[src/logic/bus_pkg.sv]
package bus_pkg;

	// bus widths
	localparam int ADDR_W   = 32;
	localparam int DATA_W   = 32;
	localparam int STRB_W   = DATA_W / 8;
	localparam int REGION_W = 4; // top address nibble picks the region
	localparam int IDX_W    = 3; // word index, address bits 4:2

	// region map, 0x1000_0000 apart
	localparam logic [ADDR_W-1:0] REG_BANK_BASE = 32'h0000_0000;
	localparam logic [ADDR_W-1:0] DDS_BASE      = 32'h1000_0000;

	// dds register file
	localparam logic [IDX_W-1:0] DDS_FREQ_IDX  = 3'd0;
	localparam logic [IDX_W-1:0] DDS_PHASE_IDX = 3'd1;
	localparam logic [IDX_W-1:0] DDS_CTRL_IDX  = 3'd2; // bit 0 enables the accumulator

	localparam int WAVE_W = 8;

	typedef logic [1:0] resp_t;

	localparam resp_t RESP_OKAY   = 2'b00;
	localparam resp_t RESP_SLVERR = 2'b10;
	localparam resp_t RESP_DECERR = 2'b11; // nothing mapped at that region

endpackage

[src/logic/bus_slot_if.sv]
interface bus_slot_if;

	// request side, one-cycle strobe
	logic                       req_valid;
	logic                       req_write;
	logic [bus_pkg::IDX_W-1:0]  req_idx;
	logic [bus_pkg::DATA_W-1:0] req_wdata;
	logic [bus_pkg::STRB_W-1:0] req_strb;

	// response side, also a strobe
	logic                       resp_valid;
	logic [bus_pkg::DATA_W-1:0] resp_rdata;
	bus_pkg::resp_t             resp_code;

	modport router (
		output req_valid,
		output req_write,
		output req_idx,
		output req_wdata,
		output req_strb
	);

	modport slave (
		input  req_valid,
		input  req_write,
		input  req_idx,
		input  req_wdata,
		input  req_strb,
		output resp_valid,
		output resp_rdata,
		output resp_code
	);

	// merger needs the request direction too
	modport merge (
		input req_valid,
		input req_write,
		input resp_valid,
		input resp_rdata,
		input resp_code
	);

endinterface

[src/logic/bus_router.sv]
module bus_router (
	input  logic                       clk,
	input  logic                       rst_n,

	input  logic                       wr_valid,
	output logic                       wr_ready,
	input  logic [bus_pkg::ADDR_W-1:0] wr_addr,
	input  logic [bus_pkg::DATA_W-1:0] wr_data,
	input  logic [bus_pkg::STRB_W-1:0] wr_strb,

	input  logic                       rd_valid,
	output logic                       rd_ready,
	input  logic [bus_pkg::ADDR_W-1:0] rd_addr,

	input  logic                       txn_done,
	output logic                       dec_err,
	output logic                       dec_err_write,

	bus_slot_if.router                 reg_slot,
	bus_slot_if.router                 dds_slot
);

	logic busy;
	logic issue; // high the cycle after acceptance
	logic accept_wr;
	logic accept_rd;
	logic [bus_pkg::ADDR_W-1:0]   req_addr;
	logic [bus_pkg::REGION_W-1:0] region_q;
	logic                         req_write;
	logic [bus_pkg::IDX_W-1:0]    req_idx;
	logic [bus_pkg::DATA_W-1:0]   req_wdata;
	logic [bus_pkg::STRB_W-1:0]   req_strb;
	logic reg_hit;
	logic dds_hit;

	assign wr_ready  = !busy;
	assign rd_ready  = !busy && !wr_valid; // write wins a tie
	assign accept_wr = wr_valid && wr_ready;
	assign accept_rd = rd_valid && rd_ready;
	assign req_addr  = accept_wr ? wr_addr : rd_addr;

	always_ff @(posedge clk) begin
		if (!rst_n) begin
			busy  <= 1'b0;
			issue <= 1'b0;
		end else begin
			issue <= accept_wr || accept_rd;
			if (accept_wr || accept_rd)
				busy <= 1'b1;
			else if (txn_done)
				busy <= 1'b0;
		end
	end

	// request payload, only meaningful alongside issue
	always_ff @(posedge clk) begin
		if (accept_wr || accept_rd) begin
			region_q  <= req_addr[bus_pkg::ADDR_W-1 -: bus_pkg::REGION_W];
			req_idx   <= req_addr[bus_pkg::IDX_W+1:2];
			req_write <= accept_wr;
			req_wdata <= wr_data;
			req_strb  <= accept_wr ? wr_strb : '0;
		end
	end

	// region compare against the base table
	assign reg_hit = {region_q, {(bus_pkg::ADDR_W - bus_pkg::REGION_W){1'b0}}}
		== bus_pkg::REG_BANK_BASE;
	assign dds_hit = {region_q, {(bus_pkg::ADDR_W - bus_pkg::REGION_W){1'b0}}}
		== bus_pkg::DDS_BASE;

	assign reg_slot.req_valid = issue && reg_hit;
	assign reg_slot.req_write = req_write;
	assign reg_slot.req_idx   = req_idx;
	assign reg_slot.req_wdata = req_wdata;
	assign reg_slot.req_strb  = req_strb;

	assign dds_slot.req_valid = issue && dds_hit;
	assign dds_slot.req_write = req_write;
	assign dds_slot.req_idx   = req_idx;
	assign dds_slot.req_wdata = req_wdata;
	assign dds_slot.req_strb  = req_strb;

	// unmapped regions go straight to the merger
	assign dec_err       = issue && !reg_hit && !dds_hit;
	assign dec_err_write = req_write;

endmodule

[src/logic/bus_top.sv]
module bus_top (
	input  logic                       clk,
	input  logic                       rst_n,

	// write request
	input  logic                       wr_valid,
	output logic                       wr_ready,
	input  logic [bus_pkg::ADDR_W-1:0] wr_addr,
	input  logic [bus_pkg::DATA_W-1:0] wr_data,
	input  logic [bus_pkg::STRB_W-1:0] wr_strb,

	// write response
	output logic                       b_valid,
	input  logic                       b_ready,
	output bus_pkg::resp_t             b_resp,

	// read request
	input  logic                       rd_valid,
	output logic                       rd_ready,
	input  logic [bus_pkg::ADDR_W-1:0] rd_addr,

	// read response
	output logic                       r_valid,
	input  logic                       r_ready,
	output logic [bus_pkg::DATA_W-1:0] r_data,
	output bus_pkg::resp_t             r_resp,

	output logic [bus_pkg::WAVE_W-1:0] da_data
);

	logic dec_err;
	logic dec_err_write;
	logic txn_done;

	bus_slot_if reg_slot ();
	bus_slot_if dds_slot ();

	bus_router bus_router_inst (
		.clk           (clk          ),
		.rst_n         (rst_n        ),
		.wr_valid      (wr_valid     ),
		.wr_ready      (wr_ready     ),
		.wr_addr       (wr_addr      ),
		.wr_data       (wr_data      ),
		.wr_strb       (wr_strb      ),
		.rd_valid      (rd_valid     ),
		.rd_ready      (rd_ready     ),
		.rd_addr       (rd_addr      ),
		.txn_done      (txn_done     ),
		.dec_err       (dec_err      ),
		.dec_err_write (dec_err_write),
		.reg_slot      (reg_slot     ),
		.dds_slot      (dds_slot     )
	);

	reg_bank_slave reg_bank_slave_inst (
		.clk   (clk     ),
		.rst_n (rst_n   ),
		.slot  (reg_slot)
	);

	// region 1, wave out to the dac pins
	dds_slave dds_slave_inst (
		.clk   (clk     ),
		.rst_n (rst_n   ),
		.wave  (da_data ),
		.slot  (dds_slot)
	);

	resp_merge resp_merge_inst (
		.clk           (clk          ),
		.rst_n         (rst_n        ),
		.dec_err       (dec_err      ),
		.dec_err_write (dec_err_write),
		.reg_slot      (reg_slot     ),
		.dds_slot      (dds_slot     ),
		.b_valid       (b_valid      ),
		.b_ready       (b_ready      ),
		.b_resp        (b_resp       ),
		.r_valid       (r_valid      ),
		.r_ready       (r_ready      ),
		.r_data        (r_data       ),
		.r_resp        (r_resp       ),
		.txn_done      (txn_done     )
	);

endmodule

[src/logic/dds_slave.sv]
module dds_slave (
	input  logic                       clk,
	input  logic                       rst_n,
	output logic [bus_pkg::WAVE_W-1:0] wave,
	bus_slot_if.slave                  slot
);

	logic [bus_pkg::DATA_W-1:0] freq_word;
	logic [bus_pkg::DATA_W-1:0] phase_off;
	logic                       enable;
	logic [bus_pkg::DATA_W-1:0] phase_acc;
	logic [bus_pkg::DATA_W-1:0] phase_sum;
	logic                       idx_ok;
	logic [bus_pkg::DATA_W-1:0] rd_word;

	assign idx_ok = (slot.req_idx == bus_pkg::DDS_FREQ_IDX) ||
		(slot.req_idx == bus_pkg::DDS_PHASE_IDX) ||
		(slot.req_idx == bus_pkg::DDS_CTRL_IDX);

	always_comb begin
		rd_word = '0;
		case (slot.req_idx)
			bus_pkg::DDS_FREQ_IDX:  rd_word = freq_word;
			bus_pkg::DDS_PHASE_IDX: rd_word = phase_off;
			bus_pkg::DDS_CTRL_IDX:  rd_word = {{(bus_pkg::DATA_W-1){1'b0}}, enable};
			default:                rd_word = '0;
		endcase
	end

	// whole word writes, strobes not used here
	always_ff @(posedge clk) begin
		if (!rst_n) begin
			freq_word <= '0;
			phase_off <= '0;
			enable    <= 1'b0;
		end else if (slot.req_valid && slot.req_write) begin
			case (slot.req_idx)
				bus_pkg::DDS_FREQ_IDX:  freq_word <= slot.req_wdata;
				bus_pkg::DDS_PHASE_IDX: phase_off <= slot.req_wdata;
				bus_pkg::DDS_CTRL_IDX:  enable    <= slot.req_wdata[0];
				default: ;
			endcase
		end
	end

	always_ff @(posedge clk) begin
		if (!rst_n)
			slot.resp_valid <= 1'b0;
		else
			slot.resp_valid <= slot.req_valid;
	end

	always_ff @(posedge clk) begin
		if (slot.req_valid) begin
			slot.resp_rdata <= slot.req_write ? '0 : rd_word;
			slot.resp_code  <= idx_ok ? bus_pkg::RESP_OKAY : bus_pkg::RESP_SLVERR;
		end
	end

	// sawtooth from the accumulator top bits
	assign phase_sum = phase_acc + phase_off;

	always_ff @(posedge clk) begin
		if (!rst_n) begin
			phase_acc <= '0;
			wave      <= '0;
		end else begin
			if (enable)
				phase_acc <= phase_acc + freq_word;
			wave <= phase_sum[bus_pkg::DATA_W-1 -: bus_pkg::WAVE_W];
		end
	end

endmodule

[src/logic/reg_bank_slave.sv]
module reg_bank_slave (
	input  logic      clk,
	input  logic      rst_n,
	bus_slot_if.slave slot
);

	localparam int NUM_REGS = 2 ** bus_pkg::IDX_W;

	logic [bus_pkg::DATA_W-1:0] regs [NUM_REGS];

	always_ff @(posedge clk) begin
		if (!rst_n) begin
			for (int i = 0; i < NUM_REGS; i++)
				regs[i] <= '0;
		end else if (slot.req_valid && slot.req_write) begin
			for (int b = 0; b < bus_pkg::STRB_W; b++) begin
				if (slot.req_strb[b])
					regs[slot.req_idx][b*8 +: 8] <= slot.req_wdata[b*8 +: 8];
			end
		end
	end

	always_ff @(posedge clk) begin
		if (!rst_n)
			slot.resp_valid <= 1'b0;
		else
			slot.resp_valid <= slot.req_valid; // always one cycle later
	end

	// read data and code
	always_ff @(posedge clk) begin
		if (slot.req_valid) begin
			slot.resp_rdata <= slot.req_write ? '0 : regs[slot.req_idx];
			slot.resp_code  <= bus_pkg::RESP_OKAY;
		end
	end

endmodule

[src/logic/resp_merge.sv]
module resp_merge (
	input  logic                       clk,
	input  logic                       rst_n,

	input  logic                       dec_err,
	input  logic                       dec_err_write,
	bus_slot_if.merge                  reg_slot,
	bus_slot_if.merge                  dds_slot,

	output logic                       b_valid,
	input  logic                       b_ready,
	output bus_pkg::resp_t             b_resp,

	output logic                       r_valid,
	input  logic                       r_ready,
	output logic [bus_pkg::DATA_W-1:0] r_data,
	output bus_pkg::resp_t             r_resp,

	output logic                       txn_done
);

	logic                       dir_write; // direction of the slot request in flight
	logic                       slot_resp;
	logic [bus_pkg::DATA_W-1:0] slot_rdata;
	bus_pkg::resp_t             slot_code;

	always_ff @(posedge clk) begin
		if (!rst_n)
			dir_write <= 1'b0;
		else if (reg_slot.req_valid)
			dir_write <= reg_slot.req_write;
		else if (dds_slot.req_valid)
			dir_write <= dds_slot.req_write;
	end

	// only one slot answers per transaction
	assign slot_resp  = reg_slot.resp_valid || dds_slot.resp_valid;
	assign slot_rdata = reg_slot.resp_valid ? reg_slot.resp_rdata : dds_slot.resp_rdata;
	assign slot_code  = reg_slot.resp_valid ? reg_slot.resp_code : dds_slot.resp_code;

	always_ff @(posedge clk) begin
		if (!rst_n) begin
			b_valid  <= 1'b0;
			r_valid  <= 1'b0;
			txn_done <= 1'b0;
		end else begin
			txn_done <= 1'b0;
			if (slot_resp) begin
				b_valid <= dir_write;
				r_valid <= !dir_write;
			end else if (dec_err) begin
				b_valid <= dec_err_write;
				r_valid <= !dec_err_write;
			end else if (b_valid && b_ready) begin
				b_valid  <= 1'b0;
				txn_done <= 1'b1;
			end else if (r_valid && r_ready) begin
				r_valid  <= 1'b0;
				txn_done <= 1'b1;
			end
		end
	end

	// response payload held until taken
	always_ff @(posedge clk) begin
		if (slot_resp) begin
			b_resp <= slot_code;
			r_resp <= slot_code;
			r_data <= dir_write ? '0 : slot_rdata;
		end else if (dec_err) begin
			b_resp <= bus_pkg::RESP_DECERR;
			r_resp <= bus_pkg::RESP_DECERR;
			r_data <= '0;
		end
	end

endmodule

[config.mk]
export PLATFORM = sky130hd
export DESIGN_NAME = bus_top
export DESIGN_NICKNAME = d
export VERILOG_FILES = /design/src/logic/bus_pkg.sv /design/src/logic/bus_slot_if.sv /design/src/logic/bus_router.sv /design/src/logic/bus_top.sv /design/src/logic/dds_slave.sv /design/src/logic/reg_bank_slave.sv /design/src/logic/resp_merge.sv
export SDC_FILE = /design/constraint.sdc
export NUM_CORES = 1
export LEC_CHECK = 0
export BUFFER_PORTS_ARGS = -buffer_cell sky130_fd_sc_hd__buf_2
export CAP_MARGIN = 20
export CORE_MARGIN = 1.5
export CORE_UTILIZATION = 55
export CTS_BUF_LIST = sky130_fd_sc_hd__clkbuf_8
export CTS_CLUSTER_DIAMETER = 80
export DETAILED_ROUTE_END_ITERATION = 8
export MAX_ROUTING_LAYER = met4
export PLACE_DENSITY = 0.76
export SYNTH_ARGS = -nofsm -noshare
export SYNTH_HDL_FRONTEND = slang
export SYNTH_SLANG_ARGS = --single-unit
[constraint.sdc]
create_clock -name clk -period 6.04 [get_ports clk]
set_input_delay 0.604 -clock clk [delete_from_list [all_inputs] [get_ports clk]]
set_output_delay 0.604 -clock clk [all_outputs]
set_load 0.05 [all_outputs]
### Word-level counts from Yosys, hierarchy flattened

Memory sizes are Yosys's and may differ from the RTL's. A register that Yosys moved wholly into a read port is not among the register bits.
Cells that the tools add are included.

| operators by class | value |
|---|---|
| bitwise gates (word level) | 1 |
| multiplexer cells | 43 |
| shift-type cells | 0 |
| reductions and logical operators | 34 |
| add/subtract/negate cells | 2 |
| $lt $le $gt $ge | 0 |
| divide/modulo/power cells | 0 |
| equal/unequal tests | 4 |
| $mul | 0 |

Operators with widths:

| operator | number |
|---|---|
| 32-bit two-way mux | 6 |
| 32-bit case mux with 3 select lines | 1 |
| 32-bit adder | 2 |
| 32-bit OR reduction | 1 |
| 1-bit two-way mux | 30 |
| 1-bit logical AND | 11 |
| 2-bit two-way mux | 4 |
| 2-bit AND reduction | 4 |
| 1-bit zero test | 6 |
| 2-bit nonzero test | 3 |
| 3-bit nonzero test | 2 |
| 4-bit by 1-bit == test with 1-bit output (second input constant) | 1 |
| 4-bit zero test | 1 |
| 1-bit logical OR | 4 |
| 4-bit two-way mux | 1 |
| 3-bit by 1-bit == test with 1-bit output (second input constant) | 1 |
| 3-bit by 2-bit == test with 1-bit output (second input constant) | 1 |
| 3-bit zero test | 1 |
| 3-bit two-way mux | 1 |
| 3-bit by 2-bit inequality test with 1-bit output (second input constant) | 1 |
| 3-bit OR reduction | 1 |
| 1-bit NOT | 1 |

| word-level totals | value |
|---|---|
| bits in registers | 225 |
| RAM bits | 256 |
| output and inout port bits | 48 |
| bits in read-only memories | 0 |
| memories | 1 |
| input bits | 106 |
| latch bits | 0 |

Memories:

| name | words | width | read ports | clocked after memory_dff | wr ports | line | source |
|---|---|---|---|---|---|---|---|
| reg_bank_slave_inst.regs | 8 | 32 | 1 | 1 | 8 | reg_bank_slave.sv:9 | `logic [bus_pkg::DATA_W-1:0] regs [NUM_REGS];` |

### Logic depth before layout (Yosys ltp)

| logic depth | value |
|---|---|
| word-level depth | 8 |
| depth in mapped cells | 11 |
| depth with buffers taken out | 11 |

### Cells and area by module

A second synthesis with hierarchy kept.

| second synthesis, totals | value |
|---|---|
| cell total of the unflattened synthesis | 2,099 |
| area, all modules | 24,558.6 sq um |

Modules (own cells, without submodules):

| module | sequential area each (sq um) | cells each | area each (sq um) | times used |
|---|---|---|---|---|
| reg_bank_slave | 8,668.3 | 998 | 13,162.6 | 1 |
| dds_slave | 3,113.0 | 855 | 7,746.2 | 1 |
| bus_router | 1,361.3 | 111 | 1,874.3 | 1 |
| resp_merge | 1,101.1 | 135 | 1,775.5 | 1 |

### Worst setup path before layout

Ideal clock, no wire load.

| timing | value |
|---|---|
| path type | input port to flip-flop |
| start | in wr_valid |
| end | reg bus_router_inst.req_idx (netlist bit bus_router_inst.dds_slot.req_idx[0]), enable pin |
| data required time | 5,592 ps |
| slack | 3,050 ps |
| data arrival time | 2,542 ps |
| setup time | 448 ps |
| stages | 2 |
| buffers on the path | 0 |
| path through | nor2_1 nor2_1 |

| on the way | value |
|---|---|
| cells in the longest elaborated chain, start to end | 4 |
| elaborated cells on any way between the ends | 5 |
| classes of those cells | reduce/logical: 5 |

Ends and longest elaborated chain:

| element | line | source |
|---|---|---|
| start: declaration | bus_top.sv:6 | `input logic wr_valid,` |
| 1-bit zero test | bus_router.sv:37 | `assign rd_ready = !busy && !wr_valid;` |
| 1-bit logical AND | bus_router.sv:37 |  |
| 1-bit logical AND | bus_router.sv:39 | `assign accept_rd = rd_valid && rd_ready;` |
| 1-bit logical OR (*) | bus_router.sv:57 | `if (accept_wr \|\| accept_rd) begin` |
| end signal: assignment | bus_router.sv:59 | `req_idx <= req_addr[bus_pkg::IDX_W+1:2];` |
| end: declaration | bus_router.sv:30 | `logic [bus_pkg::IDX_W-1:0] req_idx;` |

Every way passes the cells marked *; elsewhere a longest branch is shown, timed or not.
A chain may end at the register's enable or synchronous reset.

==> results <==
- The run finished with clean final reports.
- Sorting the synthesized cells by area gives the leading types as sky130_fd_sc_hd__edfxtp_1 (52%), sky130_fd_sc_hd__dfxtp_1 (9.7%), sky130_fd_sc_hd__and2_1 (7.1%).
- The top cell family by delay on the critical path is simple AND/OR/NAND/NOR gates.
- The violation count after the first detailed-routing iteration is around 1.3k.
- The first global-routing pass estimated 85280 um of wire.
- After synthesis, the most frequently instantiated cells are sky130_fd_sc_hd__edfxtp_1 (399), sky130_fd_sc_hd__and2_1 (264), sky130_fd_sc_hd__nor2_1 (188).
- The count of final setup violators is 0.
- The most frequently used cell type in the post-synthesis netlist is sky130_fd_sc_hd__edfxtp_1.
- The smallest clock period supported by the final layout is computed as 3336 ps.
- The critical path launch point type is a flip-flop.
- Sequential cells were found to cover 61.25% of the synthesized design area.
- The maximum vdd drop is 0.0002285 V.
- The critical path starts at bus_router_inst.region_q[1].
- The first TritonRoute pass finished after 6 iterations.
- After synthesis the netlist holds a flip-flop and latch count of roughly 500.
- For this run, the top clock speed supported by timing is roughly 0.3 GHz.
- After detailed routing, the number of remaining DRC violations is 0.
- Traced cell by cell, the critical path runs through nor3_1 > nand2_1 > nor3_1 > and2_1 > nand2_1 > o21ai_0.
- The total clock buffers created by CTS is just over 80.
- The final number of max-transition violations came to 0.
- Once the floorplan was initialized, standard cells occupied between 50% and 60% of the core.
- The master cell of the clock root buffer is sky130_fd_sc_hd__clkbuf_8.
- The beginning of the worst register-to-register path is bus_router_inst.region_q[1].
- The worst setup path is captured at a flip-flop.
- The floorplan step set the die width to between 200 and 250 um.
- The layout net count is between 2k and 2.5k.
- The total number of cells along the worst setup path is 6.
- The floorplan has 75 rows.
- The static leakage power is roughly 9.9 nW.
- The worst setup path is of the flip-flop to flip-flop kind.
- The cell area after synthesis is 23250 um^2.
- The via count of the first global-routing pass is roughly 15k.
- The worst-case setup slack after placement is 2581 ps.
- The capture point of the worst reg-to-reg path is reg_bank_slave_inst.regs[3][16].
- The slowest stage of the critical path is the sky130_fd_sc_hd__o21ai_0 cell.
- The layout-stage area growth over the synthesis result is 11.79%.
- For this run, the slowest stage of the critical path takes around 970 ps.
- Entering global routing, the biggest net connects between 60 and 70 pins.
- The critical path capture point is reg_bank_slave_inst.regs[3][16].
- The die covers around 44000 um^2.
- The clock insertion delay at the later pin of the skew report is approximately 640 ps.
- The signal arrival time at the worst endpoint is about 3600 ps.
- The total global routing track utilization is between 20% and 30%.
- The count of buffering cells on the critical path with inverters included is 0.
- At the end of routability-driven placement, the weighted congestion stood at 0.8820.
- Setup repair after global routing left no endpoint under its margin.
- The kind of path behind the tightest hold check is input pin to flip-flop.
- The most used flip-flop cell after synthesis is sky130_fd_sc_hd__edfxtp_1.
- The number of distinct standard cells referenced by the synthesized netlist is 67.
- TritonCTS built the clock tree.
- The required time of the worst setup path is approximately 6300 ps.
- The worst slew margin relative to its limit is 25.21%.
- The total overflow left after global routing is 0.
- The final critical path takes up a little under three fifths of the cycle.
- The average instance area after synthesis is between 10 and 15 um^2.
- In the final routed layout, each cell accounts on average for 21.65 um.
- The cell type with the largest total area after synthesis is sky130_fd_sc_hd__edfxtp_1.
- The max-cap violation count is 0.
- When the netlist entered floorplanning its net count stood at between 1.5k and 2k.
- Summed over all layers, the routed wires come to roughly 56000 um.
- The number of nets with antenna violations after detailed routing is 0.
- After clock tree synthesis, the clock-pin slew on the worst setup and hold paths is ~60 ps.
- During synthesis, Yosys emitted a total of 0 warnings.
- After clock tree synthesis, the flow added hold-fix buffers numbering 0.
- The post-synthesis async set-or-reset flop share is 0%.
- The number of gates resized after CTS is 0.
- The routed layout has 15.12k vias.
- Counting cells, the worst reg-to-reg path comes to 6.
- In the post-route analysis, the smallest setup slack over all paths is between 2000 and 3000 ps.
- From bottom edge to top edge, the die measures around 210 um.
- The total I/O pin count is ~150.
- The count of buffers added by post-CTS timing repair for setup is 0.
- The number of H-tree levels is 3.
- In this run the worst path has a maximum fanout of 16.
- The worst clock skew on the final layout is roughly 27 ps.
- The area share of the leading cell type in the synthesized netlist is between 50% and 60%.
- Counting along the longest clock path gives a buffer depth of 3.
- The slew at the pin closest to its max-slew limit is between 1000 and 1500 ps.
- The number of antenna violations at the first check in global routing is 2.
- The sum of net half-perimeters after detailed placement is 37620 um.
- In the final layout, the share of cells above drive strength 1 is between 15 and 20%.
- The total count of hold-check failures in the final report is 0.
- The slack of the worst reg-to-reg path is approximately 2700 ps.
- The number of sinks handled by clock tree synthesis is approximately 500.
- The floorplan core area is around 42000 um^2.
- The vias per cell is around 5.9.
- Counting flops with a built-in enable in the synthesized netlist gives ~400.
- The number of standard cells after synthesis is ~1.8k.
- The final-layout setup total negative slack is 0 ps.
- Port buffering added ~100 buffers.
- The power density relative to cell area is roughly 280 nW/um^2.
==> how the worst min path moves through the flow <==
stage                     cells after the start  slack [ps]                 startpoint                                     end
after global placement                        2         440  resp_merge_inst.dir_write               resp_merge_inst.dir_write
final                                         1         140                wr_data[12]  bus_router_inst.dds_slot.req_wdata[12]
after global routing                          1         110                wr_data[12]  bus_router_inst.dds_slot.req_wdata[12]
after CTS                                     1         100                 wr_data[1]   bus_router_inst.dds_slot.req_wdata[1]
after detailed placement                      2         450  resp_merge_inst.dir_write               resp_merge_inst.dir_write
after floorplan                               2         430  resp_merge_inst.dir_write               resp_merge_inst.dir_write
==> where the power goes <==
| group | total (mW) | internal, mW | switching (mW) |
|---|---|---|---|
| combinational | 0.501 | 0.176 | 0.325 |
| clock | 2.82 | 1.48 | 1.35 |
| sequential | 4.01 | 3.91 | 0.0961 |
==> layout by cell type, fill, tap and decap left out, drive strengths merged, types with 4 or more instances in the layout <==
cell type,count
a211oi,9
o21bai,7
inv,44
o21ai,52
mux2i,89
clkinvlp,4
xnor2,21
dfxtp,113
mux4,64
ha,61
o21a,4
or3,5
and2,264
or2,4
nand2b,9
clkbuf,91
nand3,16
nor2,188
edfxtp,399
a31oi,7
nand2,166
buf,152
nor3,9
a21o,23
a22oi,31
clkinv,15
xor2,11
nand4,5
nor2b,8
mux2,7
and3,9
a21oi,100
and4,4
==> flip-flops by register name (all words and copies together) (netlist names), 2 cells and up <==
signal	cells
bus_router_inst.dds_slot.req_idx	3
bus_router_inst.dds_slot.req_strb	4
bus_router_inst.dds_slot.req_wdata	32
bus_router_inst.region_q	4
dds_slave_inst.freq_word	32
dds_slave_inst.phase_acc	32
dds_slave_inst.phase_off	32
dds_slave_inst.slot.resp_rdata	32
dds_slave_inst.wave	8
reg_bank_slave_inst.regs	256
reg_bank_slave_inst.slot.resp_rdata	32
resp_merge_inst.b_resp	2
resp_merge_inst.r_data	32
==> cell type report <==
cell class                      count  area, um^2
Timing Repair Buffer              154       883.3
Antenna cell                        2       5.005
Inverter                           13       48.80
Sequential cell                   512       14250
Fill cell                        3217       15860
Tap cell                          539       674.4
Clock buffer                       89        1225
Multi-Input combinational cell   1210        8616
Clock inverter                     53       296.5
==> layer usage <==
metal	up-vias	GRT usage (%)	routed length, um
li1	6954	-	-
met1	7358	32.08	21780
met2	666	43.78	27500
met3	145	4.974	3951
met4	0	12.72	2445
met5	-	-	0
==> cells by family after synthesis <==
logic type | after synthesis | share of synthesized area, %
adders and majority gates | 62 | 3.368
AOI/OAI and AO/OA | 264 | 7.173
DFF | 512 | 61.25
xor gates and xnor gates | 32 | 1.205
muxes | 160 | 10.37
buffers and inverters | 106 | 1.819
and+or+nand+nor | 692 | 14.81
==> through the flow <==
step | power [mW] | hold slack (ps) | cells | cell area, um^2 | utilization (%)
CTS | 7.370 | 104.1 | 2563 | 25950 | 62.00
global route | 7.552 | 114.4 | 2572 | 25990 | 62.11
floorplan | 4.372 | 431.6 | 1828 | 23250 | -
detailed placement | 4.579 | 448.5 | 2421 | 24430 | 58.36
finish | 7.329 | 144.0 | 2572 | 25990 | 62.11
global placement | 4.561 | 442.7 | 2415 | 24390 | 58.27
Note: power is estimated with default switching activity, not from simulation.
